**src/logic/ifu_macros.svh**
```systemverilog
// IFU bus and fetch parameters
`ifndef IFU_MACROS_SVH
`define IFU_MACROS_SVH

// Address and data widths
`define IFU_ADDR_W 32
`define IFU_DATA_W 32

// Read channel field widths
`define IFU_ID_W 4
`define IFU_LEN_W 8
`define IFU_SIZE_W 3
`define IFU_BURST_W 2
`define IFU_RESP_W 2

// Words per line which is the burst length plus one
`define IFU_LINE_WORDS 4

`define IFU_RESET_PC 32'h0000_0100

`endif

```
**src/logic/axi_pkg.sv**
```systemverilog
// AXI read channel types
`include "ifu_macros.svh"

package axi_pkg;

  typedef enum logic [`IFU_BURST_W-1:0] {
    FIXED = 2'b00,
    INCR  = 2'b01,
    WRAP  = 2'b10
  } burst_e;

  typedef enum logic [`IFU_RESP_W-1:0] {
    OKAY   = 2'b00,
    EXOKAY = 2'b01,
    SLVERR = 2'b10,
    DECERR = 2'b11
  } resp_e;

  // Read address channel payload
  typedef struct packed {
    logic [`IFU_ID_W-1:0]   id;
    logic [`IFU_ADDR_W-1:0] addr;
    logic [`IFU_LEN_W-1:0]  len;
    logic [`IFU_SIZE_W-1:0] size;
    burst_e                 burst;
  } ar_t;

endpackage

```
**src/logic/riscv_pkg.sv**
```systemverilog
// RISC-V instruction types
`include "ifu_macros.svh"

package riscv_pkg;

  // Major opcodes that steer the fetch PC
  typedef enum logic [6:0] {
    JAL    = 7'b1101111,
    BRANCH = 7'b1100011,
    // Stand-in for every opcode that falls through
    OTHER  = 7'b0010011
  } opcode_e;

  typedef struct packed {
    logic       imm_20;
    logic [9:0] imm_10_1;
    logic       imm_11;
    logic [7:0] imm_19_12;
    logic [4:0] rd;
    logic [6:0] opcode;
  } j_fmt_t;

  typedef struct packed {
    logic       imm_12;
    logic [5:0] imm_10_5;
    logic [4:0] rs2;
    logic [4:0] rs1;
    logic [2:0] funct3;
    logic [3:0] imm_4_1;
    logic       imm_11;
    logic [6:0] opcode;
  } b_fmt_t;

  // Same word seen as a jump or as a branch
  typedef union packed {
    j_fmt_t j_fmt;
    b_fmt_t b_fmt;
  } instr_u;

  // PC and word handed to decode
  typedef struct packed {
    logic [`IFU_ADDR_W-1:0] pc;
    instr_u                 word;
  } fetch_t;

endpackage

```
**src/logic/ifu_axi_if.sv**
```systemverilog
// IFU read bus interface
`timescale 1ns/1ps
`include "ifu_macros.svh"

interface ifu_axi_if;

  // Read address channel
  axi_pkg::ar_t ar;
  logic         arvalid;
  logic         arready;

  // Read data channel
  logic [`IFU_ID_W-1:0]   rid;
  logic [`IFU_DATA_W-1:0] rdata;
  axi_pkg::resp_e         rresp;
  logic                   rlast;
  logic                   rvalid;
  logic                   rready;

  modport master (
    output ar, arvalid, rready,
    input  arready, rid, rdata, rresp, rlast, rvalid
  );

  modport slave (
    input  ar, arvalid, rready,
    output arready, rid, rdata, rresp, rlast, rvalid
  );

endinterface

```
**src/logic/ifu.sv**
```systemverilog
// Instruction fetch unit
`timescale 1ns/1ps
`include "ifu_macros.svh"

module ifu (
  input  logic                   clk,
  input  logic                   rst_n,
  input  logic                   redirect_valid,
  input  logic [`IFU_ADDR_W-1:0] redirect_pc,
  input  logic                   inst_ready,
  output logic                   inst_valid,
  output riscv_pkg::fetch_t      inst,
  ifu_axi_if.master              bus
);

  logic [`IFU_ADDR_W-1:0] pc_q;
  logic [`IFU_ADDR_W-1:0] next_pc;
  logic                   out_valid_q;
  riscv_pkg::fetch_t      out_q;
  riscv_pkg::instr_u      word;
  logic                   hit;
  logic                   can_load;
  logic                   fetch_req;
  logic                   load;

  // Output slot is free or drains this cycle
  assign can_load  = !out_valid_q || inst_ready;
  assign fetch_req = can_load && !redirect_valid;
  assign load      = fetch_req && hit;

  ifu_line_fetch line_fetch_inst (
    .clk       (clk),
    .rst_n     (rst_n),
    .fetch_pc  (pc_q),
    .fetch_req (fetch_req),
    .hit       (hit),
    .word      (word),
    .bus       (bus)
  );

  ifu_predecode predecode_inst (
    .pc      (pc_q),
    .word    (word),
    .next_pc (next_pc)
  );

  always_ff @(posedge clk or negedge rst_n) begin
    if (!rst_n) begin
      pc_q        <= `IFU_RESET_PC;
      out_valid_q <= 1'b0;
    end else if (redirect_valid) begin
      pc_q        <= redirect_pc;
      out_valid_q <= 1'b0;
    end else if (load) begin
      pc_q        <= next_pc;
      out_valid_q <= 1'b1;
    end else if (inst_ready) begin
      out_valid_q <= 1'b0;
    end
  end

  always_ff @(posedge clk) begin
    if (load) begin
      out_q.pc   <= pc_q;
      out_q.word <= word;
    end
  end

  assign inst_valid = out_valid_q;
  assign inst       = out_q;

  // Fetch stays on word boundaries
  a_pc_align: assert property (@(posedge clk) disable iff (!rst_n)
    inst_valid |-> inst.pc[1:0] == 2'b00);

endmodule

```
**src/logic/ifu_line_fetch.sv**
```systemverilog
// Single line instruction buffer
`timescale 1ns/1ps
`include "ifu_macros.svh"

module ifu_line_fetch (
  input  logic                   clk,
  input  logic                   rst_n,
  input  logic [`IFU_ADDR_W-1:0] fetch_pc,
  input  logic                   fetch_req,
  output logic                   hit,
  output riscv_pkg::instr_u      word,
  ifu_axi_if.master              bus
);

  localparam int WORD_LSB = $clog2(`IFU_DATA_W / 8);
  localparam int OFS_W    = $clog2(`IFU_LINE_WORDS * `IFU_DATA_W / 8);
  localparam int IDX_W    = $clog2(`IFU_LINE_WORDS);
  localparam int TAG_W    = `IFU_ADDR_W - OFS_W;

  localparam logic [`IFU_LEN_W-1:0]  AR_LEN  = `IFU_LEN_W'(`IFU_LINE_WORDS - 1);
  localparam logic [`IFU_SIZE_W-1:0] AR_SIZE = `IFU_SIZE_W'(WORD_LSB);

  typedef enum logic [1:0] {
    IDLE,
    ADDR,
    DATA
  } state_e;

  state_e                 state_q;
  logic [TAG_W-1:0]       tag_q;
  logic [TAG_W-1:0]       req_tag_q;
  logic                   valid_q;
  logic                   err_q;
  logic [IDX_W-1:0]       beat_q;
  logic [`IFU_DATA_W-1:0] line_q [`IFU_LINE_WORDS];
  logic                   beat;
  logic                   beat_err;

  assign hit  = valid_q && (tag_q == fetch_pc[`IFU_ADDR_W-1:OFS_W]);
  assign word = line_q[fetch_pc[OFS_W-1:WORD_LSB]];

  // Burst always covers the whole aligned line
  assign bus.ar.id    = '0;
  assign bus.ar.addr  = {req_tag_q, {OFS_W{1'b0}}};
  assign bus.ar.len   = AR_LEN;
  assign bus.ar.size  = AR_SIZE;
  assign bus.ar.burst = axi_pkg::INCR;
  assign bus.arvalid  = (state_q == ADDR);
  assign bus.rready   = (state_q == DATA);

  assign beat     = bus.rvalid && bus.rready;
  assign beat_err = (bus.rid != bus.ar.id) ||
                    (bus.rresp == axi_pkg::SLVERR) || (bus.rresp == axi_pkg::DECERR);

  always_ff @(posedge clk or negedge rst_n) begin
    if (!rst_n) begin
      state_q <= IDLE;
      valid_q <= 1'b0;
      err_q   <= 1'b0;
      beat_q  <= '0;
    end else begin
      case (state_q)
        IDLE: begin
          if (fetch_req && !hit) begin
            state_q <= ADDR;
            // Old contents get overwritten by the refill
            valid_q <= 1'b0;
          end
        end
        ADDR: begin
          if (bus.arready) begin
            state_q <= DATA;
            beat_q  <= '0;
            err_q   <= 1'b0;
          end
        end
        DATA: begin
          if (beat) begin
            beat_q <= beat_q + 1'b1;
            err_q  <= err_q | beat_err;
            if (bus.rlast) begin
              state_q <= IDLE;
              valid_q <= !(err_q | beat_err);
            end
          end
        end
        default: state_q <= IDLE;
      endcase
    end
  end

  always_ff @(posedge clk) begin
    if (state_q == IDLE && fetch_req && !hit) begin
      req_tag_q <= fetch_pc[`IFU_ADDR_W-1:OFS_W];
    end
    if (beat) begin
      line_q[beat_q] <= bus.rdata;
      if (bus.rlast) begin
        tag_q <= req_tag_q;
      end
    end
  end

  // Burst ends exactly on the last word of the line
  a_rlast_len: assert property (@(posedge clk) disable iff (!rst_n)
    beat |-> bus.rlast == (beat_q == IDX_W'(`IFU_LINE_WORDS - 1)));

  // No read data while no burst is outstanding
  a_r_in_data: assert property (@(posedge clk) disable iff (!rst_n)
    bus.rvalid |-> state_q == DATA);

endmodule

```
**src/logic/ifu_predecode.sv**
```systemverilog
// Static next PC selection
`timescale 1ns/1ps
`include "ifu_macros.svh"

module ifu_predecode (
  input  logic [`IFU_ADDR_W-1:0] pc,
  input  riscv_pkg::instr_u      word,
  output logic [`IFU_ADDR_W-1:0] next_pc
);

  riscv_pkg::opcode_e     op_class;
  logic [`IFU_ADDR_W-1:0] j_imm;
  logic [`IFU_ADDR_W-1:0] b_imm;
  logic [`IFU_ADDR_W-1:0] pc_plus4;

  // Sign extended 21 bit J immediate
  assign j_imm = {{(`IFU_ADDR_W - 21){word.j_fmt.imm_20}},
                  word.j_fmt.imm_20,
                  word.j_fmt.imm_19_12,
                  word.j_fmt.imm_11,
                  word.j_fmt.imm_10_1,
                  1'b0};

  // Sign extended 13 bit B immediate
  assign b_imm = {{(`IFU_ADDR_W - 13){word.b_fmt.imm_12}},
                  word.b_fmt.imm_12,
                  word.b_fmt.imm_11,
                  word.b_fmt.imm_10_5,
                  word.b_fmt.imm_4_1,
                  1'b0};

  assign pc_plus4 = pc + `IFU_ADDR_W'(4);

  always_comb begin
    if (word.j_fmt.opcode == riscv_pkg::JAL) begin
      op_class = riscv_pkg::JAL;
    end else if (word.b_fmt.opcode == riscv_pkg::BRANCH) begin
      op_class = riscv_pkg::BRANCH;
    end else begin
      op_class = riscv_pkg::OTHER;
    end
  end

  always_comb begin
    case (op_class)
      riscv_pkg::JAL: begin
        next_pc = pc + j_imm;
      end
      riscv_pkg::BRANCH: begin
        // Only backward branches are taken
        next_pc = word.b_fmt.imm_12 ? pc + b_imm : pc_plus4;
      end
      default: begin
        next_pc = pc_plus4;
      end
    endcase
  end

endmodule

```
**src/logic/ifu_wrap.sv**
```systemverilog
// IFU top level with flat bus ports
`timescale 1ns/1ps
`include "ifu_macros.svh"

module ifu_wrap (
  input  logic                   clk,
  input  logic                   rst_n,
  input  logic                   redirect_valid,
  input  logic [`IFU_ADDR_W-1:0] redirect_pc,
  input  logic                   inst_ready,
  output logic                   inst_valid,
  output logic [`IFU_ADDR_W-1:0] inst_pc,
  output logic [`IFU_DATA_W-1:0] inst_word,

  // AR channel
  output logic [`IFU_ID_W-1:0]    ifu_axi_arid,
  output logic [`IFU_ADDR_W-1:0]  ifu_axi_araddr,
  output logic [`IFU_LEN_W-1:0]   ifu_axi_arlen,
  output logic [`IFU_SIZE_W-1:0]  ifu_axi_arsize,
  output logic [`IFU_BURST_W-1:0] ifu_axi_arburst,
  output logic                    ifu_axi_arvalid,
  input  logic                    ifu_axi_arready,

  // R channel
  input  logic [`IFU_ID_W-1:0]   ifu_axi_rid,
  input  logic [`IFU_DATA_W-1:0] ifu_axi_rdata,
  input  logic [`IFU_RESP_W-1:0] ifu_axi_rresp,
  input  logic                   ifu_axi_rlast,
  input  logic                   ifu_axi_rvalid,
  output logic                   ifu_axi_rready
);

  riscv_pkg::fetch_t inst;

  ifu_axi_if ifu_axi_bus ();

  assign ifu_axi_arid    = ifu_axi_bus.ar.id;
  assign ifu_axi_araddr  = ifu_axi_bus.ar.addr;
  assign ifu_axi_arlen   = ifu_axi_bus.ar.len;
  assign ifu_axi_arsize  = ifu_axi_bus.ar.size;
  assign ifu_axi_arburst = ifu_axi_bus.ar.burst;
  assign ifu_axi_arvalid = ifu_axi_bus.arvalid;
  assign ifu_axi_bus.arready = ifu_axi_arready;

  assign ifu_axi_bus.rid    = ifu_axi_rid;
  assign ifu_axi_bus.rdata  = ifu_axi_rdata;
  assign ifu_axi_bus.rresp  = axi_pkg::resp_e'(ifu_axi_rresp);
  assign ifu_axi_bus.rlast  = ifu_axi_rlast;
  assign ifu_axi_bus.rvalid = ifu_axi_rvalid;
  assign ifu_axi_rready     = ifu_axi_bus.rready;

  ifu ifu_inst (
    .clk            (clk),
    .rst_n          (rst_n),
    .redirect_valid (redirect_valid),
    .redirect_pc    (redirect_pc),
    .inst_ready     (inst_ready),
    .inst_valid     (inst_valid),
    .inst           (inst),
    .bus            (ifu_axi_bus)
  );

  assign inst_pc   = inst.pc;
  assign inst_word = inst.word;

endmodule

```
**config.mk**
```make
export PLATFORM = sky130hd
export DESIGN_NAME = ifu_wrap
export DESIGN_NICKNAME = d
export VERILOG_FILES = /design/src/logic/axi_pkg.sv /design/src/logic/riscv_pkg.sv /design/src/logic/ifu_axi_if.sv /design/src/logic/ifu.sv /design/src/logic/ifu_line_fetch.sv /design/src/logic/ifu_predecode.sv /design/src/logic/ifu_wrap.sv
export VERILOG_INCLUDE_DIRS = /design/src /design/src/logic
export SDC_FILE = /design/constraint.sdc
export NUM_CORES = 1
export LEC_CHECK = 0
export BUFFER_PORTS_ARGS = -buffer_cell sky130_fd_sc_hd__buf_2
export CORE_MARGIN = 8
export CORE_UTILIZATION = 45
export DETAILED_ROUTE_END_ITERATION = 7
export PLACE_DENSITY = 0.76
export RECOVER_POWER = 50
export SLEW_MARGIN = 20
export SYNTH_ARGS = -nofsm -noshare
export SYNTH_HDL_FRONTEND = slang
export SYNTH_SLANG_ARGS = --single-unit
```
**constraint.sdc**
```tcl
create_clock -name clk -period 9.4 [get_ports clk]
set_input_delay 0.47 -clock clk [delete_from_list [all_inputs] [get_ports clk]]
set_output_delay 0.47 -clock clk [all_outputs]
set_load 0.01 [all_outputs]
```
==> reports/qor.yml <==
status:
  outcome: "finished, violations left"
  violations: "capacitance limit, slew limit"
route:
  wl_per_cell_um: 22.05
  initialDrtViolationCount: 774
  route.detailed.drc: 0
  ant_nets: 0
  vias: 10050
  drtPass1Iterations: 7
  routed_wl_um: 38370
  routed_via_density: 5.774
power_and_ir_drop:
  combPwrFrac_pct: 20.9
  swShare_pct: 28.88
  vdd_drop_max_v: 0.0001548
  power_frac_seq_pct: 45.4
  p_switching_w: 0.001004
  leakage_nw: 5.851
  clockPowerShare_pct: 33.8
  power_density_mw_per_mm2: 211.6
  intPower_w: 0.002473
sta:
  rsz0062_at_grt: "false"
  slew_violations: 148
  fin_crit_sh_pct: 61.88
  min_period_ns: 5.816
  max_freq_mhz: 171.9
  clock_skew_ns: 0.008609
  hold_violations: 0
  max_slew_margin_pct: -81.54
  tns_ns: 0
  setup_violations: 0
  setup_slack_ns: 3.584
  worst_pin_slew_ns: 2.723
clock_tree:
  cts_made_buffers: 30
  path_clk_slew_ns: 0.06
  clock_path_buffers: 3
  cts_tree: "built"
  cts.sinks: 287
  clkLatencyLatePin_ns: 0.55
  htree_levels: 1
  post_cts_resize_count: 0
  cts_root_buf: "clkbuf_16"
logic_synthesis:
  async_flop_share_pct: 13.59
  synth-seq-cells: 287
  yosysTopAreaCellShare_pct: 51.78
  synth_cells: 1149
  synth_flop_cell: "edfxtp_1"
  synth_most_common_cell: "edfxtp_1"
  synth_edf_count: 248
  syn_area_per_cell_um2: 12.52
  synth_area_mm2: 0.01438
  yosysSeqAreaShare_pct: 58.57
  yosys.cell_types.count: 81
  synthTopCellsByCount: "edfxtp_1 (248), nand2_1 (93), nor2_1 (91), a21oi_1 (80), xnor2_1 (65)"
  synthTopCellsByArea: "edfxtp_1 (52%), dfrtp_1 (6.6%), mux4_2 (5.0%)"
  synth_top_area_cell: "edfxtp_1"
  yosys_warnings: 0
setup_path:
  worstPathRequired_ns: 9.83
  crit_type: "reg -> reg"
  r2r_start: "ifu_inst.pc_q[3]"
  crit_arrival_ns: 6.25
  rr_worst_depth: 12
  cp-end-kind: "flop"
  cp-start-kind: "flop"
  cp_max_fo: 39
  startpoint: "ifu_inst.pc_q[3]"
min_path:
  worstHoldPathCells: 2
  hold_class: "in -> reg"
  worstHoldStart: "redirect_pc[6]"
placement:
  port_buffers: 170
  place_congestion: 0.9286
  dpl_cell_area_mm2: 0.01555
  hpwl_um: 27400
  post-place-ws_ns: 4.620
  placed_cells: 1683
global_routing:
  antenna_found_initial: 1
  grt_max_degree: 68
  first_global_vias: 9949
  grt-ovfl-total: 0
  grt_usage_pct: 19.50
  grt_pass1_wl_um: 58260
floorplanning:
  core_area_mm2: 0.03156
  die_x_um: 194.8
  die-area_mm2: 0.03794
  die_h_um: 194.8
  start_util_pct: 45.58
  ios: 193
  num_rows: 65
final_layout:
  layout.nets: 1442
  fin_area_mm2: 0.01643
  fin_cells: 1740
  final_util_pct: 52.07
  drive_above_1_share_pct: 13.01
  area_growth_pct: 14.23
run:
  maxCapViolCount: 3
==> sequential cells by signal (all words and copies together), names as in the netlist <==
| register | cells |
|---|---|
| ifu_inst.line_fetch_inst.beat_q | 2 |
| ifu_inst.line_fetch_inst.tag_q | 28 |
| ifu_inst.inst | 64 |
| ifu_inst.line_fetch_inst.req_tag_q | 28 |
| ifu_inst.inst_valid | 1 |
| ifu_inst.line_fetch_inst.err_q | 1 |
| ifu_inst.line_fetch_inst.valid_q | 1 |
| ifu_inst.pc_q | 32 |
| ifu_inst.line_fetch_inst.line_q | 128 |
| ifu_inst.line_fetch_inst.state_q | 2 |
==> power by group through the flow <==
stage	sequential, W	clock [W]	combinational, W
6_report	0.00158	0.00117	0.000726
4_1_cts	0.00158	0.00120	0.000725
3_3_place_gp	0.00160	0	0.000709
3_5_place_dp	0.00160	0	0.000721
5_1_grt	0.00159	0.00124	0.000799
2_1_floorplan	0.00159	0	0.000512
==> per-layer routing <==
| layer | GRT usage, % | wire (um) | share of wire, % | up-vias |
|---|---|---|---|---|
| met5 | 0 | 0 | 0 | - |
| met2 | 30.48 | 17090 | 45 | 418 |
| li1 | - | - | - | 4684 |
| met1 | 26.86 | 16830 | 44 | 4881 |
| met4 | 6.429 | 1187 | 3.1 | 0 |
| met3 | 4.077 | 3264 | 8.5 | 64 |
==> worst max-delay path, cell delays in order (launching register included) <==
cell      delay, ns
dfrtp_1        0.32
clkbuf_1       1.76
mux4_2         0.98
ha_1           0.32
a21oi_1        0.14
and3_1         0.17
a2111o_1       0.38
a41o_1         0.25
a211oi_1       0.68
nor2_1         0.16
xnor2_1        0.17
a211oi_1       0.24
a21oi_1        0.09
==> cell families after synthesis <==
logic type,count (synthesis),share of synthesized area [%]
XOR/XNOR,85,5.176
other,2,0.05222
adder cells (fa/ha/maj),51,4.541
multiplexers,35,5.228
buffers and inverters,86,3.001
AND/OR/NAND/NOR,338,11.34
flip-flops,287,58.57
AO/OA/AOI/OAI,265,12.09
==> metrics by stage <==
step                      total power (W)  hold WS, ns
after global routing             0.003630       0.1273
after detailed placement         0.002322       0.4329
final                            0.003477       0.1353
after floorplan                  0.002098       0.1744
after CTS                        0.003501       0.1031
after global placement           0.002305       0.4280
==> final timing paths <==
path | to | slack [ns]
setup / recovery | ifu_inst.pc_q[22] | 3.58
hold / removal | ifu_inst.pc_q[6] | 0.14
setup reg to reg | ifu_inst.pc_q[22] | 3.58
hold reg to reg | ifu_inst.inst[32] | 0.44
max in group asynchronous | ifu_inst.pc_q[2] | 6.65
min in group asynchronous | ifu_inst.pc_q[25] | 1.24
==> area by class of cell <==
class	count	area [um^2]
inverters	15	56.30
diodes	1	2.502
repair buffers	185	820.8
flip-flops and latches	287	8426
fillers	2688	15130
clock inverters	14	111.4
multi-input cells	795	5614
clock buffers	41	895.9
well taps	402	503.0
==> placed cells by master (no fill, tap or decap), drive strengths merged, types with 20 or more instances in the layout <==
cell type | Yosys | layout
edfxtp | 248 | 248
clkbuf | 29 | 151
nand2 | 94 | 94
nor2 | 93 | 93
a21oi | 81 | 81
buf | 42 | 74
xnor2 | 65 | 65
ha | 49 | 49
o21ai | 47 | 47
dfrtp | 38 | 38
nand3 | 33 | 33
mux4 | 32 | 32
a21o | 27 | 27
nand4 | 25 | 25
conb | 2 | 21
xor2 | 20 | 20
==> repair_timing <==
item / in CTS / in global routing
endpoints found under the hold margin: 14 / 0
hold buffers: 1 / 0
buffers inserted: 0 / 0
No activity file was read; power rests on OpenSTA's default activity.
